## src/rtl/mem_port_pkg.sv

```systemverilog
// ----------------------------------------------------------------------
// shared widths and channel structs of the memory port multiplexer
// requester class is ID[3:2] and W_FIFO_DEPTH must be a power of two
// ----------------------------------------------------------------------

package mem_port_pkg;

  // ----------------------------------------------------------------------
  // widths
  // ----------------------------------------------------------------------
  localparam int ADDR_W       = 32;
  localparam int DATA_W       = 64;
  localparam int STRB_W       = DATA_W / 8;
  localparam int ID_W         = 4;
  localparam int NUM_SRC      = 3;
  localparam int SRC_W        = 2;              // width of a requester index
  localparam int W_FIFO_DEPTH = 4;              // outstanding writes
  localparam int W_PTR_W      = $clog2(W_FIFO_DEPTH);

  // ----------------------------------------------------------------------
  // ID class encoding
  // ----------------------------------------------------------------------
  localparam logic [ID_W-1:0] ID_FETCH        = 4'b0000;
  localparam logic [ID_W-1:0] ID_DATA         = 4'b1100;
  localparam logic [1:0]      ID_CLASS_BYPASS = 2'b10;  // low bits free
  localparam logic [1:0]      ID_CLASS_DATA   = 2'b11;

  typedef enum logic [SRC_W-1:0] {
    SRC_FETCH  = 2'd0,
    SRC_BYPASS = 2'd1,
    SRC_DATA   = 2'd2
  } src_e;

  // ----------------------------------------------------------------------
  // channel payloads
  // ----------------------------------------------------------------------
  typedef struct packed {
    logic [ID_W-1:0]   id;
    logic [ADDR_W-1:0] addr;
    logic [7:0]        len;
    logic [2:0]        size;
  } mem_ar_t;

  typedef struct packed {
    logic [ID_W-1:0]   id;
    logic [ADDR_W-1:0] addr;
    logic [7:0]        len;
    logic [2:0]        size;
  } mem_aw_t;

  typedef struct packed {
    logic [DATA_W-1:0] data;
    logic [STRB_W-1:0] strb;
    logic              last;
  } mem_w_t;

  typedef struct packed {
    logic [ID_W-1:0]   id;
    logic [DATA_W-1:0] data;
    logic [1:0]        resp;
    logic              last;
  } mem_r_t;

  typedef struct packed {
    logic [ID_W-1:0] id;
    logic [1:0]      resp;
  } mem_b_t;

  // requester towards memory
  typedef struct packed {
    mem_ar_t ar;
    logic    ar_valid;
    mem_aw_t aw;
    logic    aw_valid;
    mem_w_t  w;
    logic    w_valid;
    logic    r_ready;
    logic    b_ready;
  } mem_req_t;

  // memory towards requester
  typedef struct packed {
    logic    ar_ready;
    logic    aw_ready;
    logic    w_ready;
    mem_r_t  r;
    logic    r_valid;
    mem_b_t  b;
    logic    b_valid;
  } mem_rsp_t;

  // unknown classes fall back to fetch
  function automatic src_e id_class_of(input logic [ID_W-1:0] id);
    case (id[ID_W-1 -: 2])
      ID_CLASS_BYPASS: return SRC_BYPASS;
      ID_CLASS_DATA:   return SRC_DATA;
      default:         return SRC_FETCH;
    endcase
  endfunction

endpackage

```

## src/rtl/port_arbiter.sv

```systemverilog
// ----------------------------------------------------------------------
// round-robin arbiter for one address channel, grant locked while stalled
// hold_i drops the output valid and all readies for the whole cycle
// ----------------------------------------------------------------------
`timescale 1ns/1ps

module port_arbiter #(
  parameter type payload_t = mem_port_pkg::mem_ar_t
) (
  input  logic                             clk_i,
  input  logic                             rst_n_i,
  input  payload_t                         req_data_i [mem_port_pkg::NUM_SRC],
  input  logic [mem_port_pkg::NUM_SRC-1:0] req_valid_i,
  output logic [mem_port_pkg::NUM_SRC-1:0] req_ready_o,
  output payload_t                         out_data_o,
  output logic                             out_valid_o,
  input  logic                             out_ready_i,
  input  logic                             hold_i
);
  import mem_port_pkg::*;

  logic [SRC_W-1:0] prio_q;   // first requester looked at
  logic [SRC_W-1:0] grant_q;
  logic             lock_q;
  logic [SRC_W-1:0] rr_idx;
  logic [SRC_W-1:0] grant;
  logic             fire;

  // closest valid requester at or after prio_q wins
  always_comb begin
    int idx;
    rr_idx = prio_q;
    for (int i = NUM_SRC - 1; i >= 0; i--) begin
      idx = int'(prio_q) + i;
      if (idx >= NUM_SRC) begin
        idx = idx - NUM_SRC;
      end
      if (req_valid_i[idx]) begin
        rr_idx = SRC_W'(idx);
      end
    end
  end

  assign grant = lock_q ? grant_q : rr_idx;  // keep payload stable on stall

  always_comb begin
    out_data_o         = req_data_i[grant];
    out_valid_o        = req_valid_i[grant] & ~hold_i;
    req_ready_o        = '0;
    req_ready_o[grant] = out_ready_i & out_valid_o;
  end

  assign fire = out_valid_o & out_ready_i;

  always_ff @(posedge clk_i) begin
    if (!rst_n_i) begin
      prio_q  <= SRC_W'(SRC_FETCH);
      grant_q <= SRC_W'(SRC_FETCH);
      lock_q  <= 1'b0;
    end else begin
      lock_q  <= out_valid_o & ~out_ready_i;
      grant_q <= grant;
      if (fire) begin
        // move past the winner
        prio_q <= (grant == SRC_W'(NUM_SRC - 1)) ? '0 : grant + 1'b1;
      end
    end
  end

  // ----------------------------------------------------------------------
  // assertions
  // ----------------------------------------------------------------------
  // requester must hold valid and payload until accepted
  a_stall_stable: assert property (
    @(posedge clk_i) disable iff (!rst_n_i)
    (out_valid_o && !out_ready_i) |=>
      (out_valid_o && grant == $past(grant) && $stable(out_data_o))
  ) else $error("arbiter grant or payload changed during a stall");

endmodule

```

## src/rtl/write_route_ctrl.sv

```systemverilog
// ----------------------------------------------------------------------
// records the source of each accepted write address in arrival order
// head becomes visible the cycle after the push, no fall-through
// ----------------------------------------------------------------------
`timescale 1ns/1ps

module write_route_ctrl (
  input  logic                          clk_i,
  input  logic                          rst_n_i,
  input  logic                          aw_fire_i,
  input  logic [mem_port_pkg::ID_W-1:0] aw_id_i,
  input  logic                          w_fire_last_i,
  output mem_port_pkg::src_e            w_sel_o,
  output logic                          full_o
);
  import mem_port_pkg::*;

  src_e               fifo_q [W_FIFO_DEPTH];
  logic [W_PTR_W-1:0] wr_ptr_q;
  logic [W_PTR_W-1:0] rd_ptr_q;
  logic [W_PTR_W:0]   count_q;
  src_e               push_src;
  logic               push;
  logic               pop;
  logic               empty;

  assign push_src = id_class_of(aw_id_i);
  assign push     = aw_fire_i;
  assign pop      = w_fire_last_i;  // burst done
  assign empty    = (count_q == '0);
  assign full_o   = (count_q == (W_PTR_W + 1)'(W_FIFO_DEPTH));

  // fetch never writes so it doubles as "no write selected"
  assign w_sel_o = empty ? SRC_FETCH : fifo_q[rd_ptr_q];

  // ----------------------------------------------------------------------
  // storage and pointers
  // ----------------------------------------------------------------------
  always_ff @(posedge clk_i) begin
    if (push) begin
      fifo_q[wr_ptr_q] <= push_src;
    end
  end

  always_ff @(posedge clk_i) begin
    if (!rst_n_i) begin
      wr_ptr_q <= '0;
      rd_ptr_q <= '0;
      count_q  <= '0;
    end else begin
      if (push) begin
        wr_ptr_q <= wr_ptr_q + 1'b1;  // wraps, depth is a power of two
      end
      if (pop) begin
        rd_ptr_q <= rd_ptr_q + 1'b1;
      end
      case ({push, pop})
        2'b10:   count_q <= count_q + 1'b1;
        2'b01:   count_q <= count_q - 1'b1;
        default: count_q <= count_q;
      endcase
    end
  end

  // ----------------------------------------------------------------------
  // assertions
  // ----------------------------------------------------------------------
  // aw arbiter must be held off by full_o
  a_no_push_full: assert property (
    @(posedge clk_i) disable iff (!rst_n_i) push |-> !full_o
  ) else $error("write route push while full");

  // w mux must block data with nothing recorded
  a_no_pop_empty: assert property (
    @(posedge clk_i) disable iff (!rst_n_i) pop |-> !empty
  ) else $error("write route pop while empty");

  a_no_fetch_push: assert property (
    @(posedge clk_i) disable iff (!rst_n_i) push |-> (push_src != SRC_FETCH)
  ) else $error("write address with fetch ID class %4b", aw_id_i);

endmodule

```

## src/rtl/write_data_mux.sv

```systemverilog
// ----------------------------------------------------------------------
// write data steering by the recorded write source
// fetch selection blocks every write data channel
// ----------------------------------------------------------------------
`timescale 1ns/1ps

module write_data_mux (
  input  mem_port_pkg::src_e               w_sel_i,
  input  mem_port_pkg::mem_w_t             src_w_i [mem_port_pkg::NUM_SRC],
  input  logic [mem_port_pkg::NUM_SRC-1:0] src_w_valid_i,
  output logic [mem_port_pkg::NUM_SRC-1:0] src_w_ready_o,
  output mem_port_pkg::mem_w_t             out_w_o,
  output logic                             out_w_valid_o,
  input  logic                             out_w_ready_i
);
  import mem_port_pkg::*;

  always_comb begin
    out_w_o       = '0;
    out_w_valid_o = 1'b0;
    src_w_ready_o = '0;
    if (w_sel_i != SRC_FETCH) begin
      out_w_o                = src_w_i[w_sel_i];
      out_w_valid_o          = src_w_valid_i[w_sel_i];
      // only the selected source sees ready
      src_w_ready_o[w_sel_i] = out_w_ready_i & src_w_valid_i[w_sel_i];
    end
  end

endmodule

```

## src/rtl/resp_router.sv

```systemverilog
// ----------------------------------------------------------------------
// response demultiplexer, payload goes to all requesters unchanged
// payload_t needs an id field, only the matching class sees valid
// ----------------------------------------------------------------------
`timescale 1ns/1ps

module resp_router #(
  parameter type payload_t = mem_port_pkg::mem_r_t
) (
  input  payload_t                         in_data_i,
  input  logic                             in_valid_i,
  output logic                             in_ready_o,
  output payload_t                         out_data_o [mem_port_pkg::NUM_SRC],
  output logic [mem_port_pkg::NUM_SRC-1:0] out_valid_o,
  input  logic [mem_port_pkg::NUM_SRC-1:0] out_ready_i
);
  import mem_port_pkg::*;

  src_e sel;

  assign sel = id_class_of(in_data_i.id);

  // fan out payload
  always_comb begin
    for (int s = 0; s < NUM_SRC; s++) begin
      out_data_o[s] = in_data_i;
    end
  end

  always_comb begin
    out_valid_o      = '0;
    out_valid_o[sel] = in_valid_i;
  end

  assign in_ready_o = out_ready_i[sel];  // straight from the owner

endmodule

```

## src/rtl/mem_port_mux.sv

```systemverilog
// ----------------------------------------------------------------------
// joins fetch, bypass and data requesters onto one memory port
// at most W_FIFO_DEPTH writes in flight, reads are not limited
// ----------------------------------------------------------------------
`timescale 1ns/1ps

module mem_port_mux (
  input  logic                   clk_i,
  input  logic                   rst_n_i,
  input  mem_port_pkg::mem_req_t src_req_i [mem_port_pkg::NUM_SRC],
  output mem_port_pkg::mem_rsp_t src_rsp_o [mem_port_pkg::NUM_SRC],
  output mem_port_pkg::mem_req_t mem_req_o,
  input  mem_port_pkg::mem_rsp_t mem_rsp_i
);
  import mem_port_pkg::*;

  // per requester channel arrays
  mem_ar_t            ar_data [NUM_SRC];
  mem_aw_t            aw_data [NUM_SRC];
  mem_w_t             w_data  [NUM_SRC];
  mem_r_t             r_data  [NUM_SRC];
  mem_b_t             b_data  [NUM_SRC];
  logic [NUM_SRC-1:0] ar_valid, ar_ready;
  logic [NUM_SRC-1:0] aw_valid, aw_ready;
  logic [NUM_SRC-1:0] w_valid, w_ready;
  logic [NUM_SRC-1:0] r_valid, r_ready;
  logic [NUM_SRC-1:0] b_valid, b_ready;

  // memory side
  mem_ar_t mem_ar;
  mem_aw_t mem_aw;
  mem_w_t  mem_w;
  logic    mem_ar_valid;
  logic    mem_aw_valid;
  logic    mem_w_valid;
  logic    mem_r_ready;
  logic    mem_b_ready;

  src_e    w_sel;
  logic    w_fifo_full;
  logic    aw_fire;
  logic    w_fire_last;

  always_comb begin
    for (int s = 0; s < NUM_SRC; s++) begin
      ar_data[s]  = src_req_i[s].ar;
      ar_valid[s] = src_req_i[s].ar_valid;
      aw_data[s]  = src_req_i[s].aw;
      aw_valid[s] = src_req_i[s].aw_valid;
      w_data[s]   = src_req_i[s].w;
      w_valid[s]  = src_req_i[s].w_valid;
      r_ready[s]  = src_req_i[s].r_ready;
      b_ready[s]  = src_req_i[s].b_ready;
    end
  end

  // ----------------------------------------------------------------------
  // address channels
  // ----------------------------------------------------------------------
  port_arbiter #(.payload_t(mem_ar_t)) i_ar_arbiter (
    .clk_i       (clk_i),
    .rst_n_i     (rst_n_i),
    .req_data_i  (ar_data),
    .req_valid_i (ar_valid),
    .req_ready_o (ar_ready),
    .out_data_o  (mem_ar),
    .out_valid_o (mem_ar_valid),
    .out_ready_i (mem_rsp_i.ar_ready),
    .hold_i      (1'b0)                 // reads never blocked
  );

  port_arbiter #(.payload_t(mem_aw_t)) i_aw_arbiter (
    .clk_i       (clk_i),
    .rst_n_i     (rst_n_i),
    .req_data_i  (aw_data),
    .req_valid_i (aw_valid),
    .req_ready_o (aw_ready),
    .out_data_o  (mem_aw),
    .out_valid_o (mem_aw_valid),
    .out_ready_i (mem_rsp_i.aw_ready),
    .hold_i      (w_fifo_full)
  );

  // ----------------------------------------------------------------------
  // write data
  // ----------------------------------------------------------------------
  assign aw_fire     = mem_aw_valid & mem_rsp_i.aw_ready;
  assign w_fire_last = mem_w_valid & mem_rsp_i.w_ready & mem_w.last;

  write_route_ctrl i_write_route_ctrl (
    .clk_i         (clk_i),
    .rst_n_i       (rst_n_i),
    .aw_fire_i     (aw_fire),
    .aw_id_i       (mem_aw.id),
    .w_fire_last_i (w_fire_last),
    .w_sel_o       (w_sel),
    .full_o        (w_fifo_full)
  );

  write_data_mux i_write_data_mux (
    .w_sel_i       (w_sel),
    .src_w_i       (w_data),
    .src_w_valid_i (w_valid),
    .src_w_ready_o (w_ready),
    .out_w_o       (mem_w),
    .out_w_valid_o (mem_w_valid),
    .out_w_ready_i (mem_rsp_i.w_ready)
  );

  // ----------------------------------------------------------------------
  // responses routed by ID class
  // ----------------------------------------------------------------------
  resp_router #(.payload_t(mem_r_t)) i_r_router (
    .in_data_i   (mem_rsp_i.r),
    .in_valid_i  (mem_rsp_i.r_valid),
    .in_ready_o  (mem_r_ready),
    .out_data_o  (r_data),
    .out_valid_o (r_valid),
    .out_ready_i (r_ready)
  );

  resp_router #(.payload_t(mem_b_t)) i_b_router (
    .in_data_i   (mem_rsp_i.b),
    .in_valid_i  (mem_rsp_i.b_valid),
    .in_ready_o  (mem_b_ready),
    .out_data_o  (b_data),
    .out_valid_o (b_valid),
    .out_ready_i (b_ready)
  );

  always_comb begin
    mem_req_o.ar       = mem_ar;
    mem_req_o.ar_valid = mem_ar_valid;
    mem_req_o.aw       = mem_aw;
    mem_req_o.aw_valid = mem_aw_valid;
    mem_req_o.w        = mem_w;
    mem_req_o.w_valid  = mem_w_valid;
    mem_req_o.r_ready  = mem_r_ready;
    mem_req_o.b_ready  = mem_b_ready;
  end

  always_comb begin
    for (int s = 0; s < NUM_SRC; s++) begin
      src_rsp_o[s].ar_ready = ar_ready[s];
      src_rsp_o[s].aw_ready = aw_ready[s];
      src_rsp_o[s].w_ready  = w_ready[s];
      src_rsp_o[s].r        = r_data[s];
      src_rsp_o[s].r_valid  = r_valid[s];
      src_rsp_o[s].b        = b_data[s];
      src_rsp_o[s].b_valid  = b_valid[s];
    end
  end

  // ----------------------------------------------------------------------
  // ID classes per requester, routing depends on them
  // ----------------------------------------------------------------------
  a_fetch_arid: assert property (
    @(posedge clk_i) disable iff (!rst_n_i)
    src_req_i[SRC_FETCH].ar_valid |-> (src_req_i[SRC_FETCH].ar.id == ID_FETCH)
  ) else $error("unexpected fetch ARID %4b", src_req_i[SRC_FETCH].ar.id);

  a_fetch_no_aw: assert property (
    @(posedge clk_i) disable iff (!rst_n_i) !src_req_i[SRC_FETCH].aw_valid
  ) else $error("fetch raised aw_valid");

  a_bypass_id: assert property (
    @(posedge clk_i) disable iff (!rst_n_i)
    (src_req_i[SRC_BYPASS].ar_valid |-> src_req_i[SRC_BYPASS].ar.id[3:2] == ID_CLASS_BYPASS) and
    (src_req_i[SRC_BYPASS].aw_valid |-> src_req_i[SRC_BYPASS].aw.id[3:2] == ID_CLASS_BYPASS)
  ) else $error("unexpected bypass ID class");

  a_data_id: assert property (
    @(posedge clk_i) disable iff (!rst_n_i)
    (src_req_i[SRC_DATA].ar_valid |-> src_req_i[SRC_DATA].ar.id == ID_DATA) and
    (src_req_i[SRC_DATA].aw_valid |-> src_req_i[SRC_DATA].aw.id == ID_DATA)
  ) else $error("unexpected data ID");

endmodule

```

## config.mk

```make
export PLATFORM = sky130hd
export DESIGN_NAME = mem_port_mux
export DESIGN_NICKNAME = d
export VERILOG_FILES = /design/src/rtl/mem_port_pkg.sv /design/src/rtl/port_arbiter.sv /design/src/rtl/write_route_ctrl.sv /design/src/rtl/write_data_mux.sv /design/src/rtl/resp_router.sv /design/src/rtl/mem_port_mux.sv
export SDC_FILE = /design/constraint.sdc
export NUM_CORES = 1
export LEC_CHECK = 0
export ABC_AREA = 1
export BUFFER_PORTS_ARGS = -buffer_cell sky130_fd_sc_hd__clkbuf_2
export CAP_MARGIN = 10
export CORE_AREA = 4 4 391 393
export CTS_BUF_LIST = sky130_fd_sc_hd__clkbuf_8
export CTS_CLUSTER_DIAMETER = 30
export DETAILED_ROUTE_END_ITERATION = 16
export DIE_AREA = 0 0 395 397
export PLACE_DENSITY_LB_ADDON = 0.15
export SYNTH_ARGS = -nofsm -noshare
export SYNTH_HDL_FRONTEND = slang
export SYNTH_HIERARCHICAL = 1
export SYNTH_SLANG_ARGS = --single-unit
```

## constraint.sdc

```tcl
create_clock -name clk_i -period 3.3 [get_ports clk_i]
set_clock_uncertainty 0.1 [all_clocks]
set_input_delay 0.495 -clock clk_i [delete_from_list [all_inputs] [get_ports clk_i]]
set_output_delay 0.495 -clock clk_i [all_outputs]
set_load 0.1 [all_outputs]
```

# == Yosys cells after proc, flatten, opt, wreduce, memory -nomap -nowiden ==
# Memory sizes are Yosys's and may differ from the RTL's. A register that Yosys moved wholly into a read port is not among the register bits.
# Index checks and enable logic that the tools add are counted.
# Widths: inputs -> output; s select.
# totals
input_bits,600
output_inout_bits,418
ram_bits,8
reg_bits,17
word_cells,164
n_memories,1
# classes
n_reduce_logical,8
addsub,16
bitwise,19
n_lt_le_gt_ge,25
mux,75
eq_ne,11
# memory_table
memory,depth,word_bits,read_ports,rd_clocked_by_memory_dff,write_ports,line_no,rtl
i_write_route_ctrl.fifo_q,4,2,1,1,1,write_route_ctrl.sv:18,src_e fifo_q [W_FIFO_DEPTH];
# ops
cell,n
$mux 73,3
$lt 32x4->1 const B,6
$mux 32,6
$bmux 47 s2,2
$mux 47,4
$bmux 73 s2,1
$ge 32x3->1 const B,4
$sub 32x3->32 const B,4
$mux 2,13
$mux 1,25
$bmux 1 s2,11
$eq 2x2->1 const B,9
$and 3x3->3,5
$lt 2x3->1 const B,5
$pmux 2 s2,3
$demux 1 s2,5
$ge 2x1->1 const B,5
$ge 3x3->1 const B,3
$not 2->3,3
$add 2x1->2 const B,4
$and 1x1->1,8
$add 2x1->3 const B,2
$add 2x2->3 const B,2
$pmux 3 s2,1
other kinds (11),20

# == Logic depth before layout (Yosys ltp) ==
# logic_depth
depth_word,16
depth_mapped,30
mapped_depth_nobuf,30

# == Modules after synthesis ==
# Netlist, hierarchy kept.
# modules_own_cells
mod,seq_area_each_um2,instances,area_per_inst_um2,cells_per_inst
resp_router (i_r_router),0.0,1,1642.8,223
port_arbiter (i_ar_arbiter),100.1,1,1640.3,316
port_arbiter (i_aw_arbiter),100.1,1,1617.8,307
write_data_mux,0.0,1,1268.7,265
write_route_ctrl,420.4,1,768.2,87
resp_router (i_b_router),0.0,1,178.9,28
mem_port_mux,0.0,1,62.6,11

# == Worst setup path after synthesis ==
# Ideal clock, no wire load.
# synth_path
path_type,reg-to-output
from,register i_ar_arbiter.prio_q[0]
to,output port src_rsp_o[81] in the netlist's numbering
arrival_ps,3795
path_slack_ps,-1090
path_stages_with_launch,14
path_cell_list,dfxtp_1 inv_1 ha_1 inv_2 nand3_1 inv_2 a21oi_1 o21ai_1 nand3_1 nand2_1 inv_2 buf_4 clkbuf_1 nor3_1
# synth_rtl
element,line_no,rtl
from (decl),port_arbiter.sv:22,logic [SRC_W-1:0] prio_q;
from (signal assigned),port_arbiter.sv:57,prio_q <= SRC_W'(SRC_FETCH);
from (signal assigned),port_arbiter.sv:65,prio_q <= (grant == SRC_W'(NUM_SRC - 1)) ? '0 : grant + 1'b1;
to (decl),mem_port_mux.sv:11,"output mem_port_pkg::mem_rsp_t src_rsp_o [mem_port_pkg::NUM_SRC],"

==> results.sh <==
export IMPL_rr_startpoint="i_aw_arbiter/prio_q[0]"
export IMPL_cts_buffers=3
export IMPL_htreeDepth=1
export IMPL_initialDrtViolationCount=336
export IMPL_wl_mm=63.3
export IMPL_final_setup_viol_count=0
export IMPL_hold_violations=0
export IMPL_register_area_um2=628
export IMPL_drtPass1Iterations=4
export IMPL_path_cells="inv_2, ha_4, buf_6, nand3_4, nand2_2, a21oi_2, o21ai_1, nand3_1, nand2_2, inv_8, nor2_4, buf_12, buf_4, nand2_1, nand3_2, buf_12"
export IMPL_multi_input_area_mm2=0.00547
export IMPL_crit_required_ps=2700
export IMPL_ys_types=31
export IMPL_clockBufferDepth=2
export IMPL_min_period_over_period_pct=99.9
export IMPL_routed_via_density=2.71
export IMPL_areaGrowthSynthToFinish_pct=131
export IMPL_holdPathEnd="i_ar_arbiter/lock_q"
export IMPL_syn_inst=1237
export IMPL_r2r_slack_ps=230
export IMPL_die_h_um=397
export IMPL_slowest_delay_ps=360
export IMPL_crit_type="reg2out"
export IMPL_timing_fmax_mhz=303
export IMPL_cts_root_buf="clkbuf_8"
export IMPL_cts_sinks=27
export IMPL_antenna_found_initial=4
export IMPL_fillers=17400
export IMPL_critPathLaunchType="flop"
export IMPL_drc_errors=0
export IMPL_num_io_pins=1018
export IMPL_r2r_cells=29
export IMPL_status="finished clean"
export IMPL_overflow=0
export IMPL_grt_pass1_vias=10200
export IMPL_slew_headroom_pct=63.4
export IMPL_r2r_end="i_write_route_ctrl/count_q[2]"
export IMPL_cp_end_kind="output port"
export IMPL_hold_path_depth=2
export IMPL_critPathSlowestCell="dfxtp_2"
export IMPL_grt_max_degree=51
export IMPL_final_area_mm2=0.0166
export IMPL_syn_cell_area_mm2=0.00718
export IMPL_worstPathArrival_ps=2700
export IMPL_route_detailed_wl_per_inst_um=17.0
export IMPL_wl_met2_mm=29.6
export IMPL_die_w_um=395
export IMPL_maxCapViolations=0
export IMPL_hpwl_mm=52.3
export IMPL_fin_crit_ps=3300
export IMPL_syn_avg_cell_area_um2=5.80
export IMPL_routed_via_count=10100
export IMPL_rsz0062_at_grt="yes"
export IMPL_hold_path_class="in2reg"
export IMPL_wl_met3_mm=7.14
export IMPL_drive_gt1_share_pct=62.0
export IMPL_yosysWarnings=6
export IMPL_core_area_mm2=0.149
export IMPL_port_buffers=651
export IMPL_nets=2312
export IMPL_fp_row_count=142
export IMPL_place_area_mm2=0.0141
export IMPL_path_max_fanout=12
export IMPL_track_usage_pct=7.21
export IMPL_yosysSeqAreaShare_pct=8.64
export IMPL_drv_slew=0
export IMPL_path_clk_slew_ps=130
export IMPL_ys_ff_latch=27
export IMPL_tightestPinTransition_ps=551
export IMPL_grt_pass1_wl_mm=81.8
export IMPL_antenna_left=0
export IMPL_wl_met1_mm=26.0
export IMPL_fp_dieArea_mm2=0.157
export IMPL_gp_congestion=0.782
export IMPL_syn_nets=1849
export IMPL_dr_max_layer_used="met5"
export IMPL_start_util_pct=4.80
export IMPL_worstHoldStart="mem_rsp_i[81]"
export IMPL_cts_tree="yes"
export IMPL_insertion_delay_ps=320
## sequential cells by signal, summed over array words and instances, names as in the netlist, 2 cells and up, named ones only
signal                       count
i_ar_arbiter/grant_q             2
i_ar_arbiter/prio_q              2
i_aw_arbiter/grant_q             2
i_aw_arbiter/prio_q              2
i_write_route_ctrl/count_q       3
i_write_route_ctrl/fifo_q        8
i_write_route_ctrl/rd_ptr_q      2
i_write_route_ctrl/wr_ptr_q      2
## final cells by class
| class | count | area share [%] |
|---|---|---|
| Timing Repair Buffer | 780 | 45.9 |
| Multi-Input combinational cell | 821 | 33.0 |
| Tap cell | 2016 | 15.2 |
| Sequential cell | 27 | 3.79 |
| Inverter | 67 | 1.76 |
| Clock buffer | 3 | 0.249 |
| Clock inverter | 1 | 0.0453 |
| Antenna cell | 1 | 0.0151 |
## synth_stat cells
cell type | instances | area share [%]
nand3_1 | 364 | 25
nand2_1 | 289 | 15
buf_4 | 262 | 27
nand4_1 | 53 | 4.6
inv_1 | 50 | 2.6
buf_2 | 30 | 2.1
nor2_1 | 25 | 1.3
clkbuf_1 | 20 | 1.0
dfxtp_1 | 19 | 5.3
nand2_2 | 19 | 1.7
inv_2 | 17 | 0.89
a21oi_1 | 13 | 0.91
nand3_2 | 12 | 1.7
ha_1 | 11 | 1.9
nor3_1 | 9 | 0.63
o21ai_0 | 9 | 0.63
edfxtp_1 | 8 | 3.3
buf_6 | 6 | 0.94
a21oi_2 | 3 | 0.37
o21ai_1 | 3 | 0.21
and2_1 | 2 | 0.17
buf_8 | 2 | 0.42
conb_1 | 2 | 0.10
or2_2 | 2 | 0.17
a21o_1 | 1 | 0.10
a21oi_4 | 1 | 0.23
buf_1 | 1 | 0.052
buf_12 | 1 | 0.28
fa_1 | 1 | 0.28
nor2_2 | 1 | 0.087
nor4_1 | 1 | 0.087
## how the worst max path moves through the flow
stage	slack (ps)	endpoint	from
global placement	50	mem_req_o[120]	i_aw_arbiter/prio_q[0]
global route	-180	mem_req_o[92]	i_aw_arbiter/prio_q[0]
finish	3	mem_req_o[171]	i_ar_arbiter/prio_q[0]
CTS	-80	src_rsp_o[80]	i_aw_arbiter/prio_q[0]
detailed placement	80	mem_req_o[120]	i_aw_arbiter/prio_q[0]
floorplan	-260	src_rsp_o[81]	i_ar_arbiter/prio_q[0]
## cells by family (layout without fill, tap and decap cells)
group                      Yosys count  in the layout  synth area share, %
and+or+nand+nor                    777            777                 50.9
AOI/OAI and AO/OA                   30             30                 2.44
other                                2              3                0.105
buffers and inverters              389            851                 35.7
adders and majority gates           12             12                 2.20
DFF                                 27             27                 8.64
## worst max-delay path: cells and delay by family, from the launching register on
kind	cells	cell delay (ps)
flops	1	360
simple gates	7	790
buf+inv	6	730
compound gates	2	160
fa+ha+maj	1	310
## metrics by stage
stage / TNS, ps / setup WS, ps / hold slack, ps / instances / utilization, %
after floorplan: -796 / -261 / 312 / 1237 / -
after global placement: 0 / 46.2 / 343 / 3652 / 9.41
after detailed placement: 0 / 78.7 / 333 / 3652 / 9.41
after CTS: -1240 / -76.4 / 260 / 3680 / 10.1
after global routing: -10820 / -178 / 297 / 3716 / 11.1
final: 0 / 2.94 / 307 / 3716 / 11.1
## placed cells by master (no fill, tap or decap), types with 8 or more instances in the layout
cell type	Yosys	routed
clkbuf_2	0	473
nand3_1	364	268
nand2_1	289	208
buf_12	1	200
buf_4	262	64
nand3_2	12	63
nand4_1	53	53
nand2_2	19	50
nand2_4	0	48
nand3_4	0	45
inv_1	50	41
nor2_1	25	20
buf_6	6	19
inv_2	17	17
dfxtp_1	19	15
clkbuf_16	0	12
buf_8	2	8
edfxtp_1	8	8
## per-layer routing
layer | GRT usage [%] | vias to the layer above
met5 | 0.523 | -
met4 | 0.746 | 8
met3 | 3.78 | 25
met2 | 11.7 | 538
met1 | 8.67 | 4679
li1 | - | 4809
## timing repair
item,in CTS,in global routing
pin swaps,24,48
gates cloned,5,14
endpoints found under the setup margin,102,105
hold buffers,0,0
buffers inserted,21,25
resized for setup,165,219
Power is not shown: default switching activity piles up to over one toggle a cycle in this logic, so the estimate is an artifact.
